==> config.mk <==
export PLATFORM = sky130hd
export DESIGN_NAME = mips_core
export DESIGN_NICKNAME = d
export VERILOG_FILES = /design/src/mips_pkg.sv /design/src/mips_pc.sv /design/src/mips_sequencer.sv /design/src/mips_decode.sv /design/src/mips_regfile.sv /design/src/mips_execute.sv /design/src/mips_result.sv /design/src/mips_core.sv
export SDC_FILE = /design/constraint.sdc
export NUM_CORES = 2
export LEC_CHECK = 0
export CAP_MARGIN = 5
export CORE_ASPECT_RATIO = 0.7
export CORE_MARGIN = 3
export CORE_UTILIZATION = 33
export CTS_CLUSTER_SIZE = 10
export DETAILED_ROUTE_END_ITERATION = 10
export DONT_BUFFER_PORTS = 1
export SETUP_SLACK_MARGIN = 0.02
export SYNTH_ARGS = -nofsm -noshare
export SYNTH_HDL_FRONTEND = slang
export SYNTH_SLANG_ARGS = --single-unit
==> constraint.sdc <==
create_clock -name clk -period 6.4 [get_ports clk]
set_clock_uncertainty 0.05 [all_clocks]
set_input_delay 0.32 -clock clk [delete_from_list [all_inputs] [get_ports clk]]
set_output_delay 0.32 -clock clk [all_outputs]
set_load 0.03 [all_outputs]
==> src/mips_pkg.sv <==
`default_nettype none

package mips_pkg;

  typedef logic [31:0] word_t;     // data word or byte address.
  typedef logic [4:0]  reg_idx_t;  // architectural register index.
  typedef logic [31:0] instr_t;    // raw instruction word.

  localparam word_t reset_vector = 32'hbfc0_0000;  // first fetch after reset.

  // primary opcodes, bits 31:26.
  localparam logic [5:0] op_special = 6'h00;  // r-type, decoded by funct.
  localparam logic [5:0] op_j       = 6'h02;
  localparam logic [5:0] op_beq     = 6'h04;
  localparam logic [5:0] op_bne     = 6'h05;
  localparam logic [5:0] op_addiu   = 6'h09;
  localparam logic [5:0] op_ori     = 6'h0d;
  localparam logic [5:0] op_lui     = 6'h0f;

  // function codes of op_special, bits 5:0.
  localparam logic [5:0] fn_addu = 6'h21;
  localparam logic [5:0] fn_subu = 6'h23;
  localparam logic [5:0] fn_and  = 6'h24;
  localparam logic [5:0] fn_or   = 6'h25;
  localparam logic [5:0] fn_slt  = 6'h2a;

  typedef enum logic [2:0] {
    alu_add,  // addu, addiu.
    alu_sub,  // subu.
    alu_and,
    alu_or,   // or, ori.
    alu_slt,  // signed compare.
    alu_lui,  // immediate into the upper half.
    alu_nop   // branches, jumps and unknown opcodes.
  } alu_op_t;

  typedef enum logic [1:0] {
    br_none,
    br_eq,
    br_ne,
    br_jump
  } branch_kind_t;

  typedef enum logic [1:0] {
    st_fetch,  // waiting for the instruction transfer.
    st_e1,     // decode and register read.
    st_e2      // execute, write back, pc iteration.
  } seq_state_t;

endpackage

`default_nettype wire

==> src/mips_pc.sv <==
`default_nettype none

module mips_pc (
  input  logic            clk,
  input  logic            reset,
  input  logic            wen,            // one iteration per instruction, in e2.
  input  logic            branch_taken,   // resolved by the instruction in e2.
  input  mips_pkg::word_t branch_target,
  output mips_pkg::word_t pc
);
  import mips_pkg::*;

  word_t pc_q;
  word_t pc_next;
  word_t target_q;   // target of the last taken branch.
  logic  pending_q;  // previous iteration resolved a taken branch.

  assign pc = pc_q;  // also the fetch address.

  // a pending branch redirects this iteration, so the slot after
  // the branch has already been fetched from pc+4.
  always_comb begin
    if (pending_q) begin
      pc_next = target_q;  // delay slot done, go to the target.
    end else begin
      pc_next = pc_q + 32'd4;  // sequential.
    end
  end

  always_ff @(posedge clk) begin
    if (reset) begin
      pc_q      <= reset_vector;  // held while reset is high.
      pending_q <= 1'b0;
    end else if (wen) begin
      pc_q      <= pc_next;
      pending_q <= branch_taken;  // takes effect next iteration.
    end
  end

  // target is taken only at the iteration edge; outside e2 the
  // execute stage sees a pc that no longer matches the branch.
  always_ff @(posedge clk) begin
    if (wen && branch_taken) begin
      target_q <= branch_target;
    end
  end

endmodule

`default_nettype wire

==> src/mips_sequencer.sv <==
`default_nettype none

module mips_sequencer (
  input  logic clk,
  input  logic reset,
  input  logic imem_ready,
  output logic imem_valid,  // registered request.
  output logic fetch_done,  // high in the cycle that ends in the transfer.
  output logic e2_en        // high for the whole of st_e2.
);
  import mips_pkg::*;

  seq_state_t state_q;
  seq_state_t state_next;
  logic       valid_q;

  assign imem_valid = valid_q;
  assign fetch_done = valid_q && imem_ready;  // handshake completes.
  assign e2_en      = (state_q == st_e2);

  always_comb begin
    state_next = state_q;
    case (state_q)
      st_fetch: begin
        if (fetch_done) begin
          state_next = st_e1;  // instruction captured by decode.
        end
      end
      st_e1: state_next = st_e2;     // operands settle.
      st_e2: state_next = st_fetch;  // pc steps at this edge.
      default: state_next = st_fetch;
    endcase
  end

  always_ff @(posedge clk) begin
    if (reset) begin
      state_q <= st_fetch;
      valid_q <= 1'b0;  // no request during reset.
    end else begin
      state_q <= state_next;
      // request stays up through stalls and drops at the transfer.
      valid_q <= (state_next == st_fetch);
    end
  end

endmodule

`default_nettype wire

==> src/mips_decode.sv <==
`default_nettype none

module mips_decode (
  input  logic                    clk,
  input  logic                    reset,
  input  logic                    fetch_done,
  input  mips_pkg::instr_t        imem_data,
  output mips_pkg::reg_idx_t      rs,
  output mips_pkg::reg_idx_t      rt,
  output mips_pkg::reg_idx_t      dest,
  output mips_pkg::word_t         imm,
  output mips_pkg::alu_op_t       alu_op,
  output logic                    use_imm,
  output logic                    writes_reg,
  output mips_pkg::branch_kind_t  branch_kind,
  output logic [25:0]             jump_index
);
  import mips_pkg::*;

  instr_t     ir_q;    // instruction being executed.
  logic [5:0] opcode;
  logic [5:0] funct;
  reg_idx_t   rd;

  always_ff @(posedge clk) begin
    if (reset) begin
      ir_q <= '0;  // decodes as a no-op.
    end else if (fetch_done) begin
      ir_q <= imem_data;
    end
  end

  assign opcode     = ir_q[31:26];
  assign funct      = ir_q[5:0];
  assign rs         = ir_q[25:21];
  assign rt         = ir_q[20:16];
  assign rd         = ir_q[15:11];
  assign jump_index = ir_q[25:0];
  assign dest       = (opcode == op_special) ? rd : rt;  // r-type writes rd.

  // ori takes the immediate zero extended, everything else signed.
  assign imm = (opcode == op_ori) ? {16'h0000, ir_q[15:0]}
                                  : {{16{ir_q[15]}}, ir_q[15:0]};

  always_comb begin
    alu_op      = alu_nop;  // unknown opcodes fall through as no-ops.
    use_imm     = 1'b0;
    writes_reg  = 1'b0;
    branch_kind = br_none;
    case (opcode)
      op_special: begin
        writes_reg = 1'b1;
        case (funct)
          fn_addu: alu_op = alu_add;
          fn_subu: alu_op = alu_sub;
          fn_and:  alu_op = alu_and;
          fn_or:   alu_op = alu_or;
          fn_slt:  alu_op = alu_slt;
          default: writes_reg = 1'b0;  // unsupported funct.
        endcase
      end
      op_addiu: begin
        alu_op     = alu_add;
        use_imm    = 1'b1;
        writes_reg = 1'b1;
      end
      op_ori: begin
        alu_op     = alu_or;
        use_imm    = 1'b1;
        writes_reg = 1'b1;
      end
      op_lui: begin
        alu_op     = alu_lui;
        use_imm    = 1'b1;
        writes_reg = 1'b1;
      end
      op_beq:  branch_kind = br_eq;
      op_bne:  branch_kind = br_ne;
      op_j:    branch_kind = br_jump;
      default: alu_op = alu_nop;
    endcase
  end

endmodule

`default_nettype wire

==> src/mips_regfile.sv <==
`default_nettype none

module mips_regfile (
  input  logic               clk,
  input  logic               we,
  input  mips_pkg::reg_idx_t waddr,
  input  mips_pkg::reg_idx_t raddr_a,
  input  mips_pkg::reg_idx_t raddr_b,
  input  mips_pkg::word_t    wdata,
  output mips_pkg::word_t    rdata_a,
  output mips_pkg::word_t    rdata_b
);
  import mips_pkg::*;

  word_t regs [32];  // entry 0 is never read.

  // write lands at the e2 edge, visible from the next cycle.
  always_ff @(posedge clk) begin
    if (we && (waddr != 5'd0)) begin
      regs[waddr] <= wdata;
    end
  end

  // r0 is hardwired to zero.
  assign rdata_a = (raddr_a == 5'd0) ? '0 : regs[raddr_a];
  assign rdata_b = (raddr_b == 5'd0) ? '0 : regs[raddr_b];

endmodule

`default_nettype wire

==> src/mips_execute.sv <==
`default_nettype none

module mips_execute (
  input  mips_pkg::word_t        pc,           // address of this instruction.
  input  mips_pkg::word_t        op_a,         // rs value.
  input  mips_pkg::word_t        op_b,         // rt value.
  input  mips_pkg::word_t        imm,          // already extended.
  input  mips_pkg::alu_op_t      alu_op,
  input  logic                   use_imm,
  input  mips_pkg::branch_kind_t branch_kind,
  input  logic [25:0]            jump_index,
  output mips_pkg::word_t        alu_result,
  output mips_pkg::word_t        branch_target,
  output logic                   branch_taken
);
  import mips_pkg::*;

  word_t pc_plus4;
  word_t src_b;
  word_t sum;
  word_t diff;

  assign pc_plus4 = pc + 32'd4;
  assign src_b    = use_imm ? imm : op_b;
  assign sum      = op_a + src_b;
  assign diff     = op_a - src_b;

  always_comb begin
    case (alu_op)
      alu_add: alu_result = sum;
      alu_sub: alu_result = diff;
      alu_and: alu_result = op_a & src_b;
      alu_or:  alu_result = op_a | src_b;
      alu_slt: alu_result = {31'd0, $signed(op_a) < $signed(src_b)};  // signed.
      alu_lui: alu_result = {src_b[15:0], 16'h0000};
      default: alu_result = '0;  // no-op result.
    endcase
  end

  // beq and bne compare the two registers, never the immediate.
  always_comb begin
    case (branch_kind)
      br_eq:   branch_taken = (op_a == op_b);
      br_ne:   branch_taken = (op_a != op_b);
      br_jump: branch_taken = 1'b1;
      default: branch_taken = 1'b0;
    endcase
  end

  // j stays inside the 256 MB region of the delay slot.
  always_comb begin
    if (branch_kind == br_jump) begin
      branch_target = {pc_plus4[31:28], jump_index, 2'b00};
    end else begin
      branch_target = pc_plus4 + {imm[29:0], 2'b00};  // word offset.
    end
  end

endmodule

`default_nettype wire

==> src/mips_result.sv <==
`default_nettype none

module mips_result (
  input  logic               clk,
  input  logic               reset,
  input  logic               e2_en,
  input  logic               writes_reg,
  input  mips_pkg::reg_idx_t dest,
  input  mips_pkg::word_t    alu_result,
  input  mips_pkg::word_t    pc,
  output logic               rf_we,
  output logic               retire_valid,
  output logic               retire_we,
  output mips_pkg::reg_idx_t retire_rd,
  output mips_pkg::word_t    retire_data,
  output mips_pkg::word_t    retire_pc
);

  // writes to r0 are dropped here so retire_we reports them low.
  assign rf_we = e2_en && writes_reg && (dest != 5'd0);

  always_ff @(posedge clk) begin
    if (reset) begin
      retire_valid <= 1'b0;
    end else begin
      retire_valid <= e2_en;  // one pulse per instruction.
    end
  end

  // record is captured at the same edge as the register write.
  always_ff @(posedge clk) begin
    if (e2_en) begin
      retire_we   <= rf_we;
      retire_rd   <= dest;
      retire_data <= alu_result;
      retire_pc   <= pc;
    end
  end

endmodule

`default_nettype wire

==> src/mips_core.sv <==
`default_nettype none

module mips_core (
  input  logic               clk,
  input  logic               reset,
  input  logic               imem_ready,
  input  mips_pkg::instr_t   imem_data,
  output logic               imem_valid,
  output mips_pkg::word_t    imem_addr,
  output logic               retire_valid,
  output mips_pkg::word_t    retire_pc,
  output logic               retire_we,
  output mips_pkg::reg_idx_t retire_rd,
  output mips_pkg::word_t    retire_data
);
  import mips_pkg::*;

  logic         fetch_done;
  logic         e2_en;
  word_t        pc;
  reg_idx_t     rs;
  reg_idx_t     rt;
  reg_idx_t     dest;
  word_t        imm;
  alu_op_t      alu_op;
  logic         use_imm;
  logic         writes_reg;
  branch_kind_t branch_kind;
  logic [25:0]  jump_index;
  word_t        op_a;
  word_t        op_b;
  word_t        alu_result;
  word_t        branch_target;
  logic         branch_taken;
  logic         rf_we;

  assign imem_addr = pc;  // fetch straight from the pc.

  mips_sequencer u_seq (.clk, .reset, .imem_ready, .imem_valid, .fetch_done, .e2_en);

  mips_pc u_pc (.clk, .reset, .wen(e2_en), .branch_taken, .branch_target, .pc);

  mips_decode u_dec (.clk, .reset, .fetch_done, .imem_data, .rs, .rt, .dest, .imm,
                     .alu_op, .use_imm, .writes_reg, .branch_kind, .jump_index);

  mips_regfile u_rf (.clk, .we(rf_we), .waddr(dest), .raddr_a(rs), .raddr_b(rt),
                     .wdata(alu_result), .rdata_a(op_a), .rdata_b(op_b));

  mips_execute u_ex (.pc, .op_a, .op_b, .imm, .alu_op, .use_imm, .branch_kind,
                     .jump_index, .alu_result, .branch_target, .branch_taken);

  mips_result u_res (.clk, .reset, .e2_en, .writes_reg, .dest, .alu_result, .pc,
                     .rf_we, .retire_valid, .retire_we, .retire_rd, .retire_data,
                     .retire_pc);

endmodule

`default_nettype wire

* Yosys cells after proc, flatten, opt, wreduce, memory -nomap -nowiden
Memory sizes are Yosys's and may differ from the RTL's. A register that Yosys moved wholly into a read port is not among the register bits.
Index checks and enable logic that the tools add are counted.
** Word-level totals
- Flip-flop bits (word level) :: 171
- Output and inout port bits :: 104
- ROM bits :: 0
- Latch bits :: 0
- Logic and storage cells :: 80
- Memories kept :: 1
- RAM bits :: 1024
** Memory list
- u_rf.regs :: words 32, bits a word 32, rd ports 2, clocked after Yosys merged registers in 2, write ports 1, line mips_regfile.sv:15 : word_t regs [32];
** Operators by class
- Reductions and logical operators :: 14
- Shift-type cells :: 0
- Equal/unequal tests :: 23
- $mul :: 0
- Divide/modulo/power cells :: 0
- Add/sub/neg operators :: 4
- Bitwise gates (word level) :: 2
- Magnitude comparators :: 1
- Mux-type cells :: 23
** Operators with widths (count)
- 32-bit two-way mux :: 6
- 32-bit case mux with 6 select lines :: 1
- 32-bit adder :: 2
- 32-bit by 3-bit adder with 32-bit output (second input constant) :: 1
- 32-bit AND :: 1
- 32-bit == test :: 1
- 32-bit less-than comparator :: 1
- 32-bit inequality test :: 1
- 32-bit OR :: 1
- 32-bit subtractor :: 1
- 6-bit == test (second input constant) :: 5
- 5-bit two-way mux :: 5
- 6-bit by 4-bit == test with 1-bit output (second input constant) :: 3
- 3-bit case mux with 5 select lines :: 1
- 6-bit by 3-bit == test with 1-bit output (second input constant) :: 2
- 3-bit case mux with 4 select lines :: 1
- 5-bit zero test :: 2
- 2-bit == test (second input constant) :: 3
- 3-bit by 2-bit == test with 1-bit output (second input constant) :: 2
- 3-bit == test (second input constant) :: 2
- 6-bit by 2-bit == test with 1-bit output (second input constant) :: 1
- 6-bit zero test :: 1
- 2-bit case mux with 3 select lines :: 1
- 1-bit logical AND :: 5
- 12 further kinds :: 17

* Depth between registers and ports, before layout
- Word-level depth :: 9
- Gate-level depth with buffers :: 21
- Depth with buffers taken out :: 18

* Cells and area by module
A second synthesis with hierarchy kept.
** Second synthesis, totals
- Cell total of the unflattened synthesis :: 4342
- Area total of the unflattened synthesis :: 63357.0 µm²
** Modules (own cells, without submodules)
- mips_regfile :: sequential area each 30749.5 µm², cells an instance 2564, area each 47929.7 µm², times used 1
- mips_execute :: sequential area each 0.0 µm², cells an instance 1201, area each 8298.0 µm², times used 1
- mips_pc :: sequential area each 1621.6 µm², cells an instance 290, area each 2974.1 µm², times used 1
- mips_result :: sequential area each 2122.0 µm², cells an instance 74, area each 2144.6 µm², times used 1
- mips_decode :: sequential area each 640.6 µm², cells an instance 204, area each 1901.8 µm², times used 1
- mips_sequencer :: sequential area each 60.1 µm², cells an instance 9, area each 108.9 µm², times used 1

* Worst setup path after synthesis
No wires, ideal clock.
- Path kind :: register -> register
- From :: register (tool-made name)
- To :: register u_res.retire_data[28], data pin
- Clock period less this slack :: 6.340 ns
- Path slack :: 0.060 ns
- Arrival time :: 5.829 ns
- Path buffers :: 3
- Stages on the path, launching flop included :: 21
- Cell sequence :: dfxtp_1 clkbuf_1 buf_2 buf_2 mux4_2 a22oi_1 nand3_1 nand2_1 o21ai_0 ha_1 fa_1 a211oi_1 o21ai_0 a32oi_1 a31oi_1 a221oi_1 o32ai_1 o211ai_1 a22oi_1 xnor2_1 o21ai_0
** RTL lines
- to (signal assigned) :: line mips_result.sv:35 : retire_data <= alu_result;
- to (decl) :: line mips_result.sv:15 : output mips_pkg::word_t retire_data,

==> flow_metrics.env <==
export IMPL_post_dp_hpwl_mm=134
export IMPL_tightest_slew_ps=1360
export IMPL_clock_latency_ps=780
export IMPL_grt_pass1_vias=38100
export IMPL_relSlewSlack_pct=9.27
export IMPL_power_per_cell_area_nw_per_um2=261
export IMPL_cts_buffers=140
export IMPL_die_w_um=519
export IMPL_grt_use_met2_pct=30.5
export IMPL_yosysTopAreaCellShare_pct=55.7
export IMPL_hold_viol_final=0
export IMPL_htree_levels=4
export IMPL_synth_commonest_cells="1126 x edfxtp_1, 469 x mux4_2, 224 x nand2_1"
export IMPL_io_pins=139
export IMPL_critPathArrivalTime_ps=6700
export IMPL_cts_root_buf="clkbuf_16"
export IMPL_rows=131
export IMPL_drtAntennaViolNets=0
export IMPL_crit_path_max_fanout=33
export IMPL_via_per_inst=6.08
export IMPL_syn_area_um2=60700
export IMPL_whs_ps=97.8
export IMPL_crit_required_ps=6960
export IMPL_maxCapViolations=0
export IMPL_die_height_um=365
export IMPL_grt_use_met1_pct=31.8
export IMPL_area_delta_synth_final_pct=14.9
export IMPL_postRouteWirelength_mm=210
export IMPL_via_count=40000
export IMPL_gp_congestion=0.961
export IMPL_grt_busiest_layer="met1"
export IMPL_fin_crit_ps=6140
export IMPL_synth_area_top_cells="edfxtp_1 56%, mux4_2 17%, ha_1 2.6%"
export IMPL_grt_setup_unrepaired="true"
export IMPL_drive_gt1_share_pct=24.3
export IMPL_run_status="completed"
export IMPL_ys_warn_count=0
export IMPL_yosys_area_top_type="edfxtp_1"
export IMPL_antenna_found_initial=3
export IMPL_drc=0
export IMPL_fin_ws_ps=260
export IMPL_clock_sinks=1205
export IMPL_ys_ff_latch=1205
export IMPL_fin_tns_setup_ps=0
export IMPL_grt_pass1_wl_mm=293
export IMPL_portBuffers=0
export IMPL_final_nets=4231
export IMPL_grt_util_met3_pct=6.49
export IMPL_grt_overflow_total=0
export IMPL_r2r_slack_ps=260
export IMPL_end_kind="flip-flop"
export IMPL_wire_per_inst_um=31.8
export IMPL_ys_flop_type="edfxtp_1"
export IMPL_synthMostInstantiatedCell="edfxtp_1"
export IMPL_crit_type="reg2reg"
export IMPL_synth_edf_count=1126
export IMPL_syn_avg_cell_area_um2=15.7
export IMPL_fmax_mhz=163
export IMPL_die_area_um2=189000
export IMPL_grt_usage_pct=21.6
export IMPL_reg2reg_depth=20
export IMPL_cts_tree="yes"
export IMPL_post_route_cell_area_um2=69800
export IMPL_clkTransAtPathRegs_ps=60
export IMPL_seq_area_frac_synth_pct=58.3
export IMPL_vdd_drop_max_mv=0.255
export IMPL_postSynth_asyncResetShare_pct=0
export IMPL_synth_cell_types=79
export IMPL_dp_slack_ps=169
export IMPL_clockBufferDepth=3
export IMPL_first_iter_violations=6432
export IMPL_dpl_cell_area_um2=65200
export IMPL_grt_max_degree=69
export IMPL_postSynthCellCount=3877
export IMPL_hold_depth=4
export IMPL_core_um2=183000
export IMPL_period_share_pct=95.9
export IMPL_cp_start_kind="flip-flop"
export IMPL_firstDrtPassIters=8
export IMPL_setup_viol=0
export IMPL_finalPower_mw=18.2
export IMPL_hp_class="in2reg"
export IMPL_start_util_pct=33.3
export IMPL_power_leakage_nw=19.2
export IMPL_slew_viol_final=0
==> state kept, by name, indices dropped and copies added (netlist names), named ones only <==
register and count:
u_res.retire_rd 5, u_pc.pc 32, u_seq.imem_valid 1, u_pc.target_q 32, u_rf.regs 1024, u_res.retire_pc 32, u_dec.ir_q 32, u_res.retire_data 32
u_res.retire_valid 1, u_res.retire_we 1, u_seq.state_q 2, u_pc.pending_q 1
==> final timing paths <==
kind,from,to
worst max-delay path,flip-flop,u_rf.regs[14][30]$_DFFE_PP_
worst min-delay path,imem_ready,u_dec.ir_q[4]$_SDFFE_PP0P_
worst max register to register,flip-flop,u_rf.regs[14][30]$_DFFE_PP_
worst min register to register,u_seq.state_q[0]$_SDFF_PP0_,u_seq.state_q[0]$_SDFF_PP0_
==> power by group <==
group	switching, mW	internal [mW]
Sequential	0.0814	8.56
Combinational	1.40	0.779
Clock	3.24	4.15
Total	4.72	13.5
==> through the flow <==
stage | utilization [%] | std cells
global placement | 35.7 | 6331
global route | 38.2 | 6581
detailed placement | 35.7 | 6331
floorplan | - | 3908
CTS | 38.2 | 6577
finish | 38.2 | 6582
==> placed cells by master (no fill, tap or decap), types with 11 or more instances in the layout <==
master | netlist | layout
edfxtp_1 | 1126 | 1126
mux4_2 | 469 | 469
nand2_1 | 224 | 223
buf_4 | 7 | 203
a21oi_1 | 180 | 179
nor2_1 | 197 | 153
clkbuf_16 | 0 | 145
a22oi_1 | 144 | 144
ha_1 | 128 | 128
inv_1 | 105 | 104
o21ai_0 | 113 | 102
mux2i_1 | 82 | 82
xnor2_1 | 72 | 72
o22ai_1 | 71 | 70
dfxtp_1 | 79 | 70
a211oi_1 | 60 | 59
nand3_1 | 55 | 55
dlygate4sd3_1 | 0 | 47
mux4_1 | 43 | 43
xor2_1 | 41 | 41
a31oi_1 | 39 | 39
buf_12 | 10 | 39
clkbuf_1 | 157 | 35
a211o_1 | 33 | 33
nor3_1 | 34 | 33
nor2_4 | 0 | 32
conb_1 | 1 | 32
o21bai_1 | 24 | 24
a21o_1 | 23 | 23
nand4_1 | 19 | 19
o211ai_1 | 18 | 18
o21a_1 | 16 | 15
nor4_1 | 20 | 15
nand2b_1 | 15 | 14
nor2b_1 | 20 | 14
or3_1 | 13 | 13
nor2_2 | 0 | 12
or2_2 | 11 | 11
o21ai_2 | 0 | 11
==> layer usage <==
metal  up-vias  routed length (µm)
met5         -                   0
met1     20800               88000
met3       399               27200
li1      16100                   -
met2      2687               87600
met4         0                6710
==> cell families (layout without fill, tap and decap cells) <==
kind of cell | after synthesis | after routing | synth area share (%)
XOR/XNOR | 113 | 113 | 1.63
other | 1 | 33 | 0.00617
multiplexers | 599 | 599 | 20.7
AO/OA/AOI/OAI | 789 | 789 | 8.56
buffers and inverters | 384 | 597 | 3.14
AND/OR/NAND/NOR | 655 | 655 | 4.95
adder cells (fa/ha/maj) | 131 | 131 | 2.74
flip-flops | 1205 | 1205 | 58.3
==> area by class of cell <==
cell class | instances | area (µm²)
Antenna cell | 1 | 2.50
Clock buffer | 182 | 3790
Clock inverter | 16 | 267
Fill cell | 16800 | 113000
Inverter | 107 | 407
Multi-Input combinational cell | 2319 | 24000
Sequential cell | 1205 | 35400
Tap cell | 2460 | 3080
Timing Repair Buffer | 292 | 2830
==> what timing repair did <==
item | CTS | global route
buffers inserted | 0 | 4
setup endpoints to repair | 0 | 363
hold endpoints to repair | 79 | 0
gates resized for setup | 0 | 9
hold buffers | 48 | 0
==> worst max-delay path, cell delays in order (launching register included) <==
cell,delay (ps)
dfxtp_4,380
buf_4,280
or3b_4,440
o22ai_1,170
a211oi_1,510
nand2_1,320
o21ai_0,340
ha_1,310
buf_4,170
a211oi_1,200
nor2_1,110
o41ai_1,390
a31oi_1,300
a221oi_1,360
buf_4,210
o211ai_1,110
and3_1,220
a221oi_1,280
xor2_1,150
o21ai_2,410
buf_12,240
(Power assumes the default switching activity.)
